===== config.mk =====
export PLATFORM = sky130hd
export DESIGN_NAME = layer_engine_top
export DESIGN_NICKNAME = d
export VERILOG_FILES = /design/src/source/cnn_pkg.sv /design/src/source/layer_engine_top.sv /design/src/source/result_combiner.sv /design/src/source/conv_mac_unit.sv /design/src/source/max_pool_unit.sv /design/src/source/window_scanner.sv /design/src/source/fm_ram.sv
export VERILOG_INCLUDE_DIRS = /design/src /design/src/source
export SDC_FILE = /design/constraint.sdc
export NUM_CORES = 2
export LEC_CHECK = 0
export BUFFER_PORTS_ARGS = -buffer_cell sky130_fd_sc_hd__buf_2
export CAP_MARGIN = 25
export CORE_UTILIZATION = 50
export DETAILED_ROUTE_END_ITERATION = 8
export MAX_ROUTING_LAYER = met4
export PLACE_DENSITY = 0.65
export SLEW_MARGIN = 20
export SYNTH_ARGS = -nofsm -noshare
export SYNTH_HDL_FRONTEND = slang
export SYNTH_MEMORY_MAX_BITS = 65536
export SYNTH_SLANG_ARGS = --single-unit

===== constraint.sdc =====
create_clock -name clk -period 11.57 [get_ports clk]
set_clock_uncertainty 0.2 [all_clocks]
set_input_delay 2.8925 -clock clk [delete_from_list [all_inputs] [get_ports clk]]
set_output_delay 2.8925 -clock clk [all_outputs]
set_load 0.05 [all_outputs]

===== src/source/cnn_defs.svh =====
`ifndef CNN_DEFS_SVH
`define CNN_DEFS_SVH

// Width of one map value or one kernel weight
`define CNN_DATA_W 16

// Accumulator width
// 16x16 product plus headroom for a full kernel sum
`define CNN_ACC_W 36

// Largest feature-map side the RAM can hold
`define CNN_FM_SIZE_MAX 16

// Map RAM address, row-major, CNN_FM_SIZE_MAX squared words
`define CNN_FM_ADDR_W 8

// Size and coordinate fields
`define CNN_SIZE_W 5

// Largest kernel side
`define CNN_KERNEL_MAX 3

// Weight index, row times kernel side plus column
`define CNN_WEIGHT_IDX_W 4

`endif

===== src/source/cnn_pkg.sv =====
`include "cnn_defs.svh"

package cnn_pkg;

	// Signed fixed-point map value
	typedef logic signed [`CNN_DATA_W-1:0] data_t;

	// Signed window accumulator
	typedef logic signed [`CNN_ACC_W-1:0] acc_t;

	// Layer opcodes, numbering follows the layer_type field
	typedef enum logic [3:0] {
		OP_CONV = 4'd1,
		OP_POOL = 4'd2
	} layer_op_e;

	// Window scanner states
	typedef enum logic [1:0] {
		S_IDLE,
		S_WINDOW,
		S_DRAIN
	} scan_state_e;

	// Layer setup, sampled with start
	// win_size is the kernel side for conv and the pool side for pool
	typedef struct packed {
		layer_op_e               op;
		logic [`CNN_SIZE_W-1:0]  fm_size;
		logic [`CNN_SIZE_W-1:0]  win_size;
		logic                    relu;
	} layer_cfg_t;

	// Map RAM write strobe
	typedef struct packed {
		logic                      en;
		logic [`CNN_FM_ADDR_W-1:0] addr;
		data_t                     data;
	} fm_write_t;

	// Kernel weight write strobe
	typedef struct packed {
		logic                         en;
		logic [`CNN_WEIGHT_IDX_W-1:0] index;
		data_t                        data;
	} weight_write_t;

	// One window element on the shared stream
	// is_final marks the last element of the whole layer
	typedef struct packed {
		logic                         valid;
		logic                         first;
		logic                         last;
		logic                         is_final;
		logic [`CNN_WEIGHT_IDX_W-1:0] widx;
		data_t                        value;
	} win_elem_t;

	// Per-window result from a compute unit
	typedef struct packed {
		logic valid;
		logic is_final;
		acc_t value;
	} win_result_t;

	// Engine output word
	typedef struct packed {
		logic                      valid;
		logic [`CNN_FM_ADDR_W-1:0] index;
		data_t                     data;
	} result_t;

endpackage


===== src/source/layer_engine_top.sv =====
`timescale 1ns/100ps
`include "cnn_defs.svh"

module layer_engine_top import cnn_pkg::*; (
	input  logic          clk,
	input  logic          rst,
	input  fm_write_t     fm_wr_i,
	input  weight_write_t weight_wr_i,
	input  logic          start_i,
	input  layer_cfg_t    cfg_i,
	output result_t       result_o,
	output logic          layer_done_o,
	output logic          busy_o
);

	// RAM read path
	logic                      rd_en;
	logic [`CNN_FM_ADDR_W-1:0] rd_addr;
	data_t                     rd_data;

	// Shared element stream and layer settings
	win_elem_t elem;
	layer_op_e op;
	logic      relu;

	// Per-unit window results
	win_result_t pool_res;
	win_result_t conv_res;
	logic        layer_done;

	fm_ram fm_ram_inst (
		.clk       (clk),
		.fm_wr_i   (fm_wr_i),
		.rd_en_i   (rd_en),
		.rd_addr_i (rd_addr),
		.rd_data_o (rd_data)
	);

	window_scanner window_scanner_inst (
		.clk          (clk),
		.rst          (rst),
		.start_i      (start_i),
		.cfg_i        (cfg_i),
		.layer_done_i (layer_done),
		.rd_en_o      (rd_en),
		.rd_addr_o    (rd_addr),
		.rd_data_i    (rd_data),
		.elem_o       (elem),
		.op_o         (op),
		.relu_o       (relu),
		.busy_o       (busy_o)
	);

	// Pool and conv work side by side on one stream
	max_pool_unit max_pool_unit_inst (
		.clk      (clk),
		.rst      (rst),
		.elem_i   (elem),
		.result_o (pool_res)
	);

	conv_mac_unit conv_mac_unit_inst (
		.clk         (clk),
		.rst         (rst),
		.weight_wr_i (weight_wr_i),
		.elem_i      (elem),
		.result_o    (conv_res)
	);

	result_combiner result_combiner_inst (
		.clk          (clk),
		.rst          (rst),
		.op_i         (op),
		.relu_i       (relu),
		.pool_i       (pool_res),
		.conv_i       (conv_res),
		.result_o     (result_o),
		.layer_done_o (layer_done)
	);

	assign layer_done_o = layer_done;

endmodule


===== src/source/result_combiner.sv =====
`timescale 1ns/100ps
`include "cnn_defs.svh"

module result_combiner import cnn_pkg::*; (
	input  logic        clk,
	input  logic        rst,
	input  layer_op_e   op_i,
	input  logic        relu_i,
	input  win_result_t pool_i,
	input  win_result_t conv_i,
	output result_t     result_o,
	output logic        layer_done_o
);

	// Clamp limits of the 16-bit output
	localparam data_t DATA_MAX = {1'b0, {(`CNN_DATA_W-1){1'b1}}};
	localparam data_t DATA_MIN = {1'b1, {(`CNN_DATA_W-1){1'b0}}};

	win_result_t               sel;
	acc_t                      sel_val;
	data_t                     sat_val;
	data_t                     out_val;
	logic [`CNN_FM_ADDR_W-1:0] idx_q;
	result_t                   result_q;
	logic                      done_q;

	// Both units see the same stream, keep the one for this layer
	assign sel = (op_i == OP_POOL) ? pool_i : conv_i;
	assign sel_val = sel.value;

	// Saturate to data range, then optional ReLU
	always_comb begin
		if (sel_val > acc_t'(DATA_MAX)) begin
			sat_val = DATA_MAX;
		end else if (sel_val < acc_t'(DATA_MIN)) begin
			sat_val = DATA_MIN;
		end else begin
			sat_val = sel_val[`CNN_DATA_W-1:0];
		end
		// negative results clear to zero
		out_val = (relu_i && sat_val[`CNN_DATA_W-1]) ? '0 : sat_val;
	end

	always_ff @(posedge clk or negedge rst) begin
		if (!rst) begin
			result_q <= '0;
			done_q <= 1'b0;
			idx_q <= '0;
		end else begin
			result_q.valid <= sel.valid;
			result_q.index <= idx_q;
			result_q.data <= out_val;
			// Done goes out together with the final result
			done_q <= sel.valid && sel.is_final;
			// Output numbering restarts for the next layer
			if (sel.valid) begin
				idx_q <= sel.is_final ? '0 : idx_q + 1'b1;
			end
		end
	end

	assign result_o = result_q;
	assign layer_done_o = done_q;

endmodule


===== src/source/conv_mac_unit.sv =====
`timescale 1ns/100ps
`include "cnn_defs.svh"

module conv_mac_unit import cnn_pkg::*; (
	input  logic          clk,
	input  logic          rst,
	input  weight_write_t weight_wr_i,
	input  win_elem_t     elem_i,
	output win_result_t   result_o
);

	localparam int N_WEIGHTS = `CNN_KERNEL_MAX * `CNN_KERNEL_MAX;

	// Kernel weights, row-major
	data_t weight_q [N_WEIGHTS];

	data_t                           elem_val;
	data_t                           weight_sel;
	logic signed [2*`CNN_DATA_W-1:0] product;
	acc_t                            acc_q;
	acc_t                            acc_base;
	acc_t                            acc_sum;
	win_result_t                     result_q;

	// Weight load, indices past the kernel store are dropped
	always_ff @(posedge clk) begin
		if (weight_wr_i.en && weight_wr_i.index < N_WEIGHTS) begin
			weight_q[weight_wr_i.index] <= weight_wr_i.data;
		end
	end

	assign elem_val = elem_i.value;
	assign weight_sel = (elem_i.widx < N_WEIGHTS) ? weight_q[elem_i.widx] : '0;
	assign product = elem_val * weight_sel;

	// Sum restarts at each window's first element
	assign acc_base = elem_i.first ? acc_t'(0) : acc_q;
	assign acc_sum = acc_base + acc_t'(product);

	always_ff @(posedge clk) begin
		if (elem_i.valid) begin
			acc_q <= acc_sum;
		end
	end

	// Full-width window sum, saturation happens downstream
	always_ff @(posedge clk or negedge rst) begin
		if (!rst) begin
			result_q <= '0;
		end else begin
			result_q.valid <= elem_i.valid && elem_i.last;
			result_q.is_final <= elem_i.valid && elem_i.is_final;
			if (elem_i.valid && elem_i.last) begin
				result_q.value <= acc_sum;
			end
		end
	end

	assign result_o = result_q;

endmodule


===== src/source/max_pool_unit.sv =====
`timescale 1ns/100ps

module max_pool_unit import cnn_pkg::*; (
	input  logic        clk,
	input  logic        rst,
	input  win_elem_t   elem_i,
	output win_result_t result_o
);

	data_t       elem_val;
	data_t       max_q;
	data_t       max_next;
	win_result_t result_q;

	// Signed view of the stream value
	assign elem_val = elem_i.value;

	// New window starts its maximum from the first element
	assign max_next = (elem_i.first || elem_val > max_q) ? elem_val : max_q;

	// Running maximum
	always_ff @(posedge clk) begin
		if (elem_i.valid) begin
			max_q <= max_next;
		end
	end

	// Window result, sign-extended to accumulator width
	always_ff @(posedge clk or negedge rst) begin
		if (!rst) begin
			result_q <= '0;
		end else begin
			result_q.valid <= elem_i.valid && elem_i.last;
			result_q.is_final <= elem_i.valid && elem_i.is_final;
			if (elem_i.valid && elem_i.last) begin
				result_q.value <= acc_t'(max_next);
			end
		end
	end

	assign result_o = result_q;

endmodule


===== src/source/window_scanner.sv =====
`timescale 1ns/100ps
`include "cnn_defs.svh"

module window_scanner import cnn_pkg::*; (
	input  logic                      clk,
	input  logic                      rst,
	input  logic                      start_i,
	input  layer_cfg_t                cfg_i,
	input  logic                      layer_done_i,
	output logic                      rd_en_o,
	output logic [`CNN_FM_ADDR_W-1:0] rd_addr_o,
	input  data_t                     rd_data_i,
	output win_elem_t                 elem_o,
	output layer_op_e                 op_o,
	output logic                      relu_o,
	output logic                      busy_o
);

	// Room for origin plus step plus window side
	localparam int SUM_W = `CNN_SIZE_W + 2;
	localparam int PROD_W = 2 * `CNN_SIZE_W;

	scan_state_e state_q;
	layer_cfg_t  cfg_q;

	// Window origin and position inside the window
	logic [`CNN_SIZE_W-1:0] org_row_q;
	logic [`CNN_SIZE_W-1:0] org_col_q;
	logic [`CNN_SIZE_W-1:0] win_row_q;
	logic [`CNN_SIZE_W-1:0] win_col_q;
	logic [`CNN_WEIGHT_IDX_W-1:0] widx_q;

	logic [`CNN_SIZE_W-1:0] step;
	logic [`CNN_SIZE_W-1:0] rd_row;
	logic [`CNN_SIZE_W-1:0] rd_col;
	logic [PROD_W-1:0]      rd_addr_full;

	logic win_col_last;
	logic win_row_last;
	logic org_col_last;
	logic org_row_last;
	logic win_first;
	logic win_last;
	logic layer_last;

	// Tags delayed to meet the RAM data
	logic                         tag_valid_q;
	logic                         tag_first_q;
	logic                         tag_last_q;
	logic                         tag_final_q;
	logic [`CNN_WEIGHT_IDX_W-1:0] tag_widx_q;

	// Conv slides by one, pool windows do not overlap
	assign step = (cfg_q.op == OP_POOL) ? cfg_q.win_size : `CNN_SIZE_W'(1);

	// Row-major map address of the current element
	assign rd_row = org_row_q + win_row_q;
	assign rd_col = org_col_q + win_col_q;
	assign rd_addr_full = PROD_W'(rd_row) * PROD_W'(cfg_q.fm_size) + PROD_W'(rd_col);
	assign rd_addr_o = rd_addr_full[`CNN_FM_ADDR_W-1:0];
	assign rd_en_o = (state_q == S_WINDOW);

	assign win_col_last = (win_col_q == cfg_q.win_size - 1'b1);
	assign win_row_last = (win_row_q == cfg_q.win_size - 1'b1);

	// Last origin when one more step would push the window off the map
	// This also fixes the output side for both layer types
	assign org_col_last = (SUM_W'(org_col_q) + SUM_W'(step) + SUM_W'(cfg_q.win_size))
		> SUM_W'(cfg_q.fm_size);
	assign org_row_last = (SUM_W'(org_row_q) + SUM_W'(step) + SUM_W'(cfg_q.win_size))
		> SUM_W'(cfg_q.fm_size);

	assign win_first = (win_row_q == '0) && (win_col_q == '0);
	assign win_last = win_row_last && win_col_last;
	assign layer_last = win_last && org_col_last && org_row_last;

	// Layer control and window walk
	always_ff @(posedge clk or negedge rst) begin
		if (!rst) begin
			state_q <= S_IDLE;
			cfg_q <= '0;
			org_row_q <= '0;
			org_col_q <= '0;
			win_row_q <= '0;
			win_col_q <= '0;
			widx_q <= '0;
		end else begin
			case (state_q)
				S_IDLE: begin
					if (start_i) begin
						cfg_q <= cfg_i;
						org_row_q <= '0;
						org_col_q <= '0;
						win_row_q <= '0;
						win_col_q <= '0;
						widx_q <= '0;
						state_q <= S_WINDOW;
					end
				end
				S_WINDOW: begin
					if (!win_col_last) begin
						win_col_q <= win_col_q + 1'b1;
						widx_q <= widx_q + 1'b1;
					end else if (!win_row_last) begin
						win_col_q <= '0;
						win_row_q <= win_row_q + 1'b1;
						widx_q <= widx_q + 1'b1;
					end else begin
						// Window done, move origin along the row
						win_col_q <= '0;
						win_row_q <= '0;
						widx_q <= '0;
						if (!org_col_last) begin
							org_col_q <= org_col_q + step;
						end else begin
							org_col_q <= '0;
							if (!org_row_last) begin
								org_row_q <= org_row_q + step;
							end else begin
								// Last address issued, wait for pipeline
								org_row_q <= '0;
								state_q <= S_DRAIN;
							end
						end
					end
				end
				S_DRAIN: begin
					if (layer_done_i) begin
						state_q <= S_IDLE;
					end
				end
				default: begin
					state_q <= S_IDLE;
				end
			endcase
		end
	end

	// One-cycle tag delay, lines up with RAM latency
	always_ff @(posedge clk or negedge rst) begin
		if (!rst) begin
			tag_valid_q <= 1'b0;
			tag_first_q <= 1'b0;
			tag_last_q <= 1'b0;
			tag_final_q <= 1'b0;
			tag_widx_q <= '0;
		end else begin
			tag_valid_q <= rd_en_o;
			tag_first_q <= rd_en_o && win_first;
			tag_last_q <= rd_en_o && win_last;
			tag_final_q <= rd_en_o && layer_last;
			tag_widx_q <= widx_q;
		end
	end

	assign elem_o = '{
		valid:    tag_valid_q,
		first:    tag_first_q,
		last:     tag_last_q,
		is_final: tag_final_q,
		widx:     tag_widx_q,
		value:    rd_data_i
	};

	assign op_o = cfg_q.op;
	assign relu_o = cfg_q.relu;
	assign busy_o = (state_q != S_IDLE);

endmodule


===== src/source/fm_ram.sv =====
`timescale 1ns/100ps
`include "cnn_defs.svh"

module fm_ram import cnn_pkg::*; (
	input  logic                      clk,
	input  fm_write_t                 fm_wr_i,
	input  logic                      rd_en_i,
	input  logic [`CNN_FM_ADDR_W-1:0] rd_addr_i,
	output data_t                     rd_data_o
);

	localparam int DEPTH = `CNN_FM_SIZE_MAX * `CNN_FM_SIZE_MAX;

	// Map storage, row-major
	data_t mem [DEPTH];

	// Registered read data
	data_t rd_data_q;

	// Write port
	always_ff @(posedge clk) begin
		if (fm_wr_i.en) begin
			mem[fm_wr_i.addr] <= fm_wr_i.data;
		end
	end

	// Read port, data one cycle after enable
	always_ff @(posedge clk) begin
		if (rd_en_i) begin
			rd_data_q <= mem[rd_addr_i];
		end
	end

	assign rd_data_o = rd_data_q;

endmodule


Yosys cells after proc, flatten, opt, wreduce, memory -nomap -nowiden --
Memory sizes are Yosys's and may differ from the RTL's. A register that Yosys moved wholly into a read port is not among the register bits. Index checks and enable logic that the tools add are counted.
Cells by class: $add $sub $neg 15, multiply operators 2, divide/modulo/power cells 0, $lt $le $gt $ge 7, equal/unequal tests 11, shift-type cells 0, muxes and demuxes 39, bitwise operators 0, reduce and logical (&&, ||, !) cells 24
Operator list (count):
- $mux 16 | 5
- $mux 36 | 2
- $mux 5 | 12
- $pmux 5 s2 | 4
- $add 36x32->36 | 1
- $gt 36x16->1 const B | 1
- $lt 36x16->1 const B | 1
- $mul 16x16->32 | 1
- $add 5x5->5 | 4
- $gt 16x16->1 | 1
- $add 7x5->7 | 2
- $gt 7x5->1 | 2
- $add 5x5->6 | 2
- $logic_and 1x1->1 | 12
- $mux 2 | 6
- $mux 4 | 3
- $add 5x1->5 const B | 2
- $eq 5x5->1 | 2
- $logic_not 5->1 | 2
- $ne 2x2->1 const B | 5
- $add 8x1->8 const B | 1
- $add 8x5->8 | 1
- $lt 4x4->1 const B | 2
- $mul 5x5->8 | 1
- 18 further kinds | 23
Storage, ports and cells: bits in registers 189, bits in latches 0, memory bits (writable) 4240, bits in read-only memories 0, bits of input ports 64, output and inout port bits 27, word-level logic and storage cells 126, memories kept 2
Memories:
- fm_ram_inst.mem | depth 256, width 16, rd ports 1, clocked after memory_dff 1, wr ports 1, line fm_ram.sv:15 | data_t mem [DEPTH];
- conv_mac_unit_inst.weight_q | depth 9, width 16, rd ports 1, clocked after memory_dff 0, wr ports 1, line conv_mac_unit.sv:15 | data_t weight_q [N_WEIGHTS];

Longest topological paths before layout --
depth in word-level cells 10, gate-level depth with buffers 29, gate-level depth less buffers 26

Modules after synthesis --
A second synthesis with hierarchy kept.
Unflattened totals: cell total of the unflattened synthesis 9909, area total of the unflattened synthesis 187265.9 µm²
Modules (own cells, without submodules):
- fm_ram | times used 1, cells an instance 7360, area an instance 158874.9 µm², sequential area each 123478.4 µm²
- conv_mac_unit | times used 1, cells an instance 1747, area an instance 20048.0 µm², sequential area each 6356.1 µm²
- window_scanner | times used 1, cells an instance 453, area an instance 4591.9 µm², sequential area each 1226.2 µm²
- max_pool_unit | times used 1, cells an instance 206, area an instance 2062.0 µm², sequential area each 930.9 µm²
- result_combiner | times used 1, cells an instance 143, area an instance 1689.1 µm², sequential area each 850.8 µm²

Least setup slack after synthesis --
Ideal clock, no wire load.
kind register -> register, start register window_scanner_inst.tag_widx_q[1], end register conv_mac_unit_inst.acc_q[35], data pin, library setup time 0.264 ns, arrival time 7.000 ns, data required time 11.106 ns, setup slack 4.106 ns, cell stages (with the launch flop) 27, buffers on the path 4, period minus slack after synthesis 7.464 ns, cells stage by stage dfrtp_1 -> buf_2 -> buf_2 -> buf_1 -> mux4_2 -> mux2i_1 -> o21ai_0 -> clkbuf_1 -> nand2_1 -> fa_1 -> fa_1 -> fa_1 -> inv_1 -> fa_1 -> fa_1 -> inv_1 -> fa_1 -> inv_1 -> ha_1 -> o21a_1 -> o21ai_0 -> a31oi_1 -> o31ai_1 -> nand4_1 -> a221oi_1 -> and3b_1 -> nor2_1
Between the ends: word-level cells in the longest chain between the ends 4, elaborated cells on any way between the ends 5, those cells by class add/sub: 1; mul: 1; order compare: 1; mux: 1; memory: 1
RTL lines:
- start, declared | line window_scanner.sv:51 | logic [`CNN_WEIGHT_IDX_W-1:0] tag_widx_q;
- start signal, assigned | line window_scanner.sv:152 | tag_widx_q <= widx_q;
- $mem_v2 9x16 / $lt 4x4->1 (equally long branches)
- $mux 16 * | line conv_mac_unit.sv:33 | assign weight_sel = (elem_i.widx < N_WEIGHTS) ? weight_q[elem_i.widx] : '0;
- $mul 16x16->32 * | line conv_mac_unit.sv:34 | assign product = elem_val * weight_sel;
- $add 36x32->36 * | line conv_mac_unit.sv:38 | assign acc_sum = acc_base + acc_t'(product);
- named net conv_mac_unit_inst.acc_sum[35] | line conv_mac_unit.sv:22 | acc_t acc_sum;
- end signal, assigned | line conv_mac_unit.sv:42 | acc_q <= acc_sum;
- end, declared | line conv_mac_unit.sv:20 | acc_t acc_q;
Mark *: on every way through the listed nets, which the timed path passes. The rest lies on a longest branch. A chain may end at the register's enable or synchronous reset.

Final worst setup path --
start register window_scanner_inst.tag_widx_q[0], end register conv_mac_unit_inst.result_q (netlist bit conv_mac_unit_inst.result_o[34])
Between the ends: word-level cells in the longest chain between the ends 4, elaborated cells on any way between the ends 5, those cells by class add/sub: 1; mul: 1; order compare: 1; mux: 1; memory: 1
RTL lines:
- $mem_v2 9x16 / $lt 4x4->1 (equally long branches)
- $mux 16 * | line conv_mac_unit.sv:33
- $mul 16x16->32 * | line conv_mac_unit.sv:34
- $add 36x32->36 * | line conv_mac_unit.sv:38
- named net conv_mac_unit_inst.acc_sum[34] | line conv_mac_unit.sv:22
- end, declared | line conv_mac_unit.sv:23 | win_result_t result_q;
Marked as above.

==> key figures <==
Outcome
  – Outcome: completed

Setup path
  – Max stage delay on crit path: 0.71 ns
  – Worst path top cell family by delay: adder cells
  – Worst Setup End Kind: flip-flop
  – Critical Path RT: 12.20 ns
  – Crit path DAT: 9.39 ns
  – Buf/Inv on CP: 5
  – Most common cell on crit path: fa_1
  – CP max-delay cell: a21oi_2
  – Startpoint Class: flip-flop
  – CP max FO: 26
  – Setup Crit Path Kind: reg2reg

Place
  – Final GP Congestion: 0.867
  – DP Wirelength: 284 mm
  – Port buffer count: 90

Logic synthesis
  – Post-Syn Nets: 9939
  – Yosys reg bits: 4445
  – Seq/Total Area, Yosys: 71.6%
  – Number of synthesized flops with an enable pin: 4308
  – Mapped Cells: 9363
  – Ys async rst share: 3.08%
  – Synth unique cells: 70
  – Synthesized area: 0.186 mm2
  – Number of synthesis warnings: 0
  – Main synth FF type: edfxtp_1
  – Mean Syn Cell Area: 19.8 um2

Clock network
  – H-tree depth: 5
  – Clk buf depth: 4
  – Clk root buf: clkbuf_16
  – CTS tree: yes
  – Post-CTS Resized: 0
  – Num Clock Sinks: 4445
  – Clk Latency, worst-skew pair: 1.02 ns
  – Post-CTS Hold Buffers: 0
  – Clock slew at reported path FFs: 0.06 ns
  – Num CTS Buffers: 438
  – # Post-CTS Setup Buffers: 0

STA
  – Min cycle time layout: 8.76 ns
  – Max_slew headroom: 10.5%
  – Hold Fails Final Rpt: 0
  – Tcrit/Tclk final: 75.7%
  – Slew @ Worst Pin: 1.34 ns
  – Post-Route Setup TNS: 0 ns
  – Fmax: 0.114 GHz
  – Finish-stage setup viols: 0
  – RSZ-0062 raised after global routing: no
  – Slew Limit Fails: 0

Route
  – # DRC: 0
  – Drt wl/cell: 30.8 um
  – DRT Pass-1 Iters: 6
  – Antenna-violating nets left: 0
  – Vias per cell: 6.13
  – DRT iter0 DRCs: 11600
  – Via Count: 92900
  – Routed WL: 467 mm

Layout
  – P&R area growth vs syn: 11.9%
  – Layout cells sized above 1: 23.8%
  – Final net count: 10400

Floorplan
  – Core footprint: 0.369 mm2
  – Starting Density: 50.3%
  – Die Y: 611 um
  – I/O pins: 91
  – Row count: 223
  – Die W: 611 um
  – Die area: 0.374 mm2

Global routing
  – First-pass GRT wire length: 676 mm
  – Initial antenna violation count: 35
  – Largest net degree at the start of global routing: 189
  – Number of global-route vias before repair: 94000
  – Congestion Overflow GR: 0
  – Tot GR Track Use: 25.8%

Hold path
  – Hold Crit Class: reg2reg

Job
  – Max-cap violations: 0
==> worst register-to-register path, cell delays in order (launching register included) <==
cell and delay, ns:
dfrtp_2 0.66, buf_4 0.48, mux4_2 0.58, mux2i_1 0.14
nor2_1 0.08, a21oi_2 0.71, inv_1 0.21, nand2_1 0.14
fa_1 0.45, fa_1 0.50, inv_1 0.05, fa_1 0.50
fa_1 0.43, fa_1 0.50, inv_1 0.05, fa_1 0.48
inv_1 0.05, ha_1 0.36, o21a_1 0.14, o21ai_0 0.17
a21oi_1 0.16, and3_1 0.21, a21oi_1 0.54, o21ai_0 0.23
a21oi_1 0.22, xnor2_1 0.10, mux2_2 0.26
==> flip-flops by register name, indices dropped and copies added (netlist names), 8 cells and up <==
signal	cells
conv_mac_unit_inst.result_o	36
max_pool_unit_inst.result_o	18
fm_ram_inst.rd_data_o	16
result_combiner_inst.result_o	25
fm_ram_inst.mem	4096
window_scanner_inst.cfg_q	10
result_combiner_inst.idx_q	8
conv_mac_unit_inst.acc_q	36
max_pool_unit_inst.max_q	16
conv_mac_unit_inst.weight_q	144
==> path summary, 6_finish.rpt <==
| path | slack (ns) | end | cells after the start | startpoint |
|---|---|---|---|---|
| max reg2reg | 2.81 | conv_mac_unit_inst.result_o[34] | 26 | window_scanner_inst.tag_widx_q[0] |
| max | 2.81 | conv_mac_unit_inst.result_o[34] | 26 | window_scanner_inst.tag_widx_q[0] |
| min in group asynchronous | 1.80 | window_scanner_inst.cfg_q[5] | 1 | rst |
| min reg2reg | 0.20 | result_combiner_inst.result_o[23] | 0 | result_combiner_inst.idx_q[7] |
| min | 0.20 | result_combiner_inst.result_o[23] | 0 | result_combiner_inst.idx_q[7] |
| max in group asynchronous | 7.98 | max_pool_unit_inst.result_o[36] | 2 | rst |
==> cell families (layout without fill, tap and decap cells) <==
logic type | Yosys count | after routing | synth area share (%)
DFF | 4445 | 4445 | 71.6
and+or+nand+nor | 1438 | 1438 | 3.53
muxes | 1375 | 1375 | 15.4
buffers and inverters | 930 | 1755 | 2.34
AOI/OAI and AO/OA | 580 | 580 | 1.95
adders and majority gates | 512 | 512 | 4.80
xor gates and xnor gates | 83 | 83 | 0.396
other | 0 | 21 | 0
==> synthesized netlist by cell type, drive strengths merged (4+ instances only) <==
master	number	area (um2)
edfxtp	4308	129000
mux4	1182	26600
nand2	526	1970
inv	438	1640
nor2	380	1430
fa	333	6670
clkbuf	256	972
buf	236	1720
o21ai	203	1020
ha	179	2240
nor2b	139	870
dfrtp	137	3430
and2	134	838
mux2i	132	1320
a21oi	121	606
nor3	109	546
nand3	74	370
a31oi	68	425
mux2	61	687
xnor2	60	526
o221ai	34	298
a311oi	33	289
a21o	28	210
nand4	23	144
xor2	23	209
a32oi	15	131
o21a	14	105
a211oi	12	100
and3	11	68.8
nand2b	11	68.8
nor4	8	50.1
o31ai	8	60.1
a22o	7	61.3
o21bai	6	45.0
nor4b	5	50.0
o211ai	5	37.5
o41ai	5	51.3
or3	5	31.3
nor3b	4	30.0
==> cell usage in the layout, fill, tap and decap left out, types with 119 or more instances in the layout <==
cell type / instances
inv_1: 437
mux2i_1: 132
nor2b_1: 138
edfxtp_1: 4308
clkbuf_16: 446
ha_1: 176
a21oi_1: 120
nand2_1: 525
fa_1: 332
dfrtp_1: 134
clkinv_1: 119
mux4_2: 1182
and2_1: 134
buf_4: 378
nor2_1: 325
==> per-stage QoR <==
step           hold slack [ns]  instance area [um2]  util (%)  instances  setup WS [ns]
6_report                 0.199               208000      56.3      15200           2.81
3_3_place_gp             0.187               193000      52.4      14300           2.71
3_5_place_dp             0.183               193000      52.4      14300           2.86
2_1_floorplan            0.152               186000         -       9363           4.11
5_1_grt                  0.211               208000      56.3      15200           2.30
4_1_cts                  0.202               207000      56.1      15100           2.80
==> layer usage <==
layer / vias up / part of all wire (%) / global-route usage, %
met5: - / 0 / -
met4: 0 / 2.6 / 6.25
met3: 680 / 9.1 / 4.59
met2: 4432 / 48 / 39.5
met1: 49600 / 41 / 36.4
li1: 38200 / - / -
==> final cells by class <==
| class | count | area [um2] |
|---|---|---|
| fill | 27200 | 161000 |
| clock buffer | 549 | 11600 |
| sequential | 4445 | 133000 |
| timing repair buffer | 513 | 4290 |
| inverter | 438 | 1640 |
| multi-input combinational | 3988 | 48800 |
| tap | 4950 | 6190 |
| antenna | 21 | 52.6 |
| clock inverter | 255 | 2260 |
Power is not shown: default switching activity piles up to over one toggle a cycle in this logic, so the estimate is an artifact.
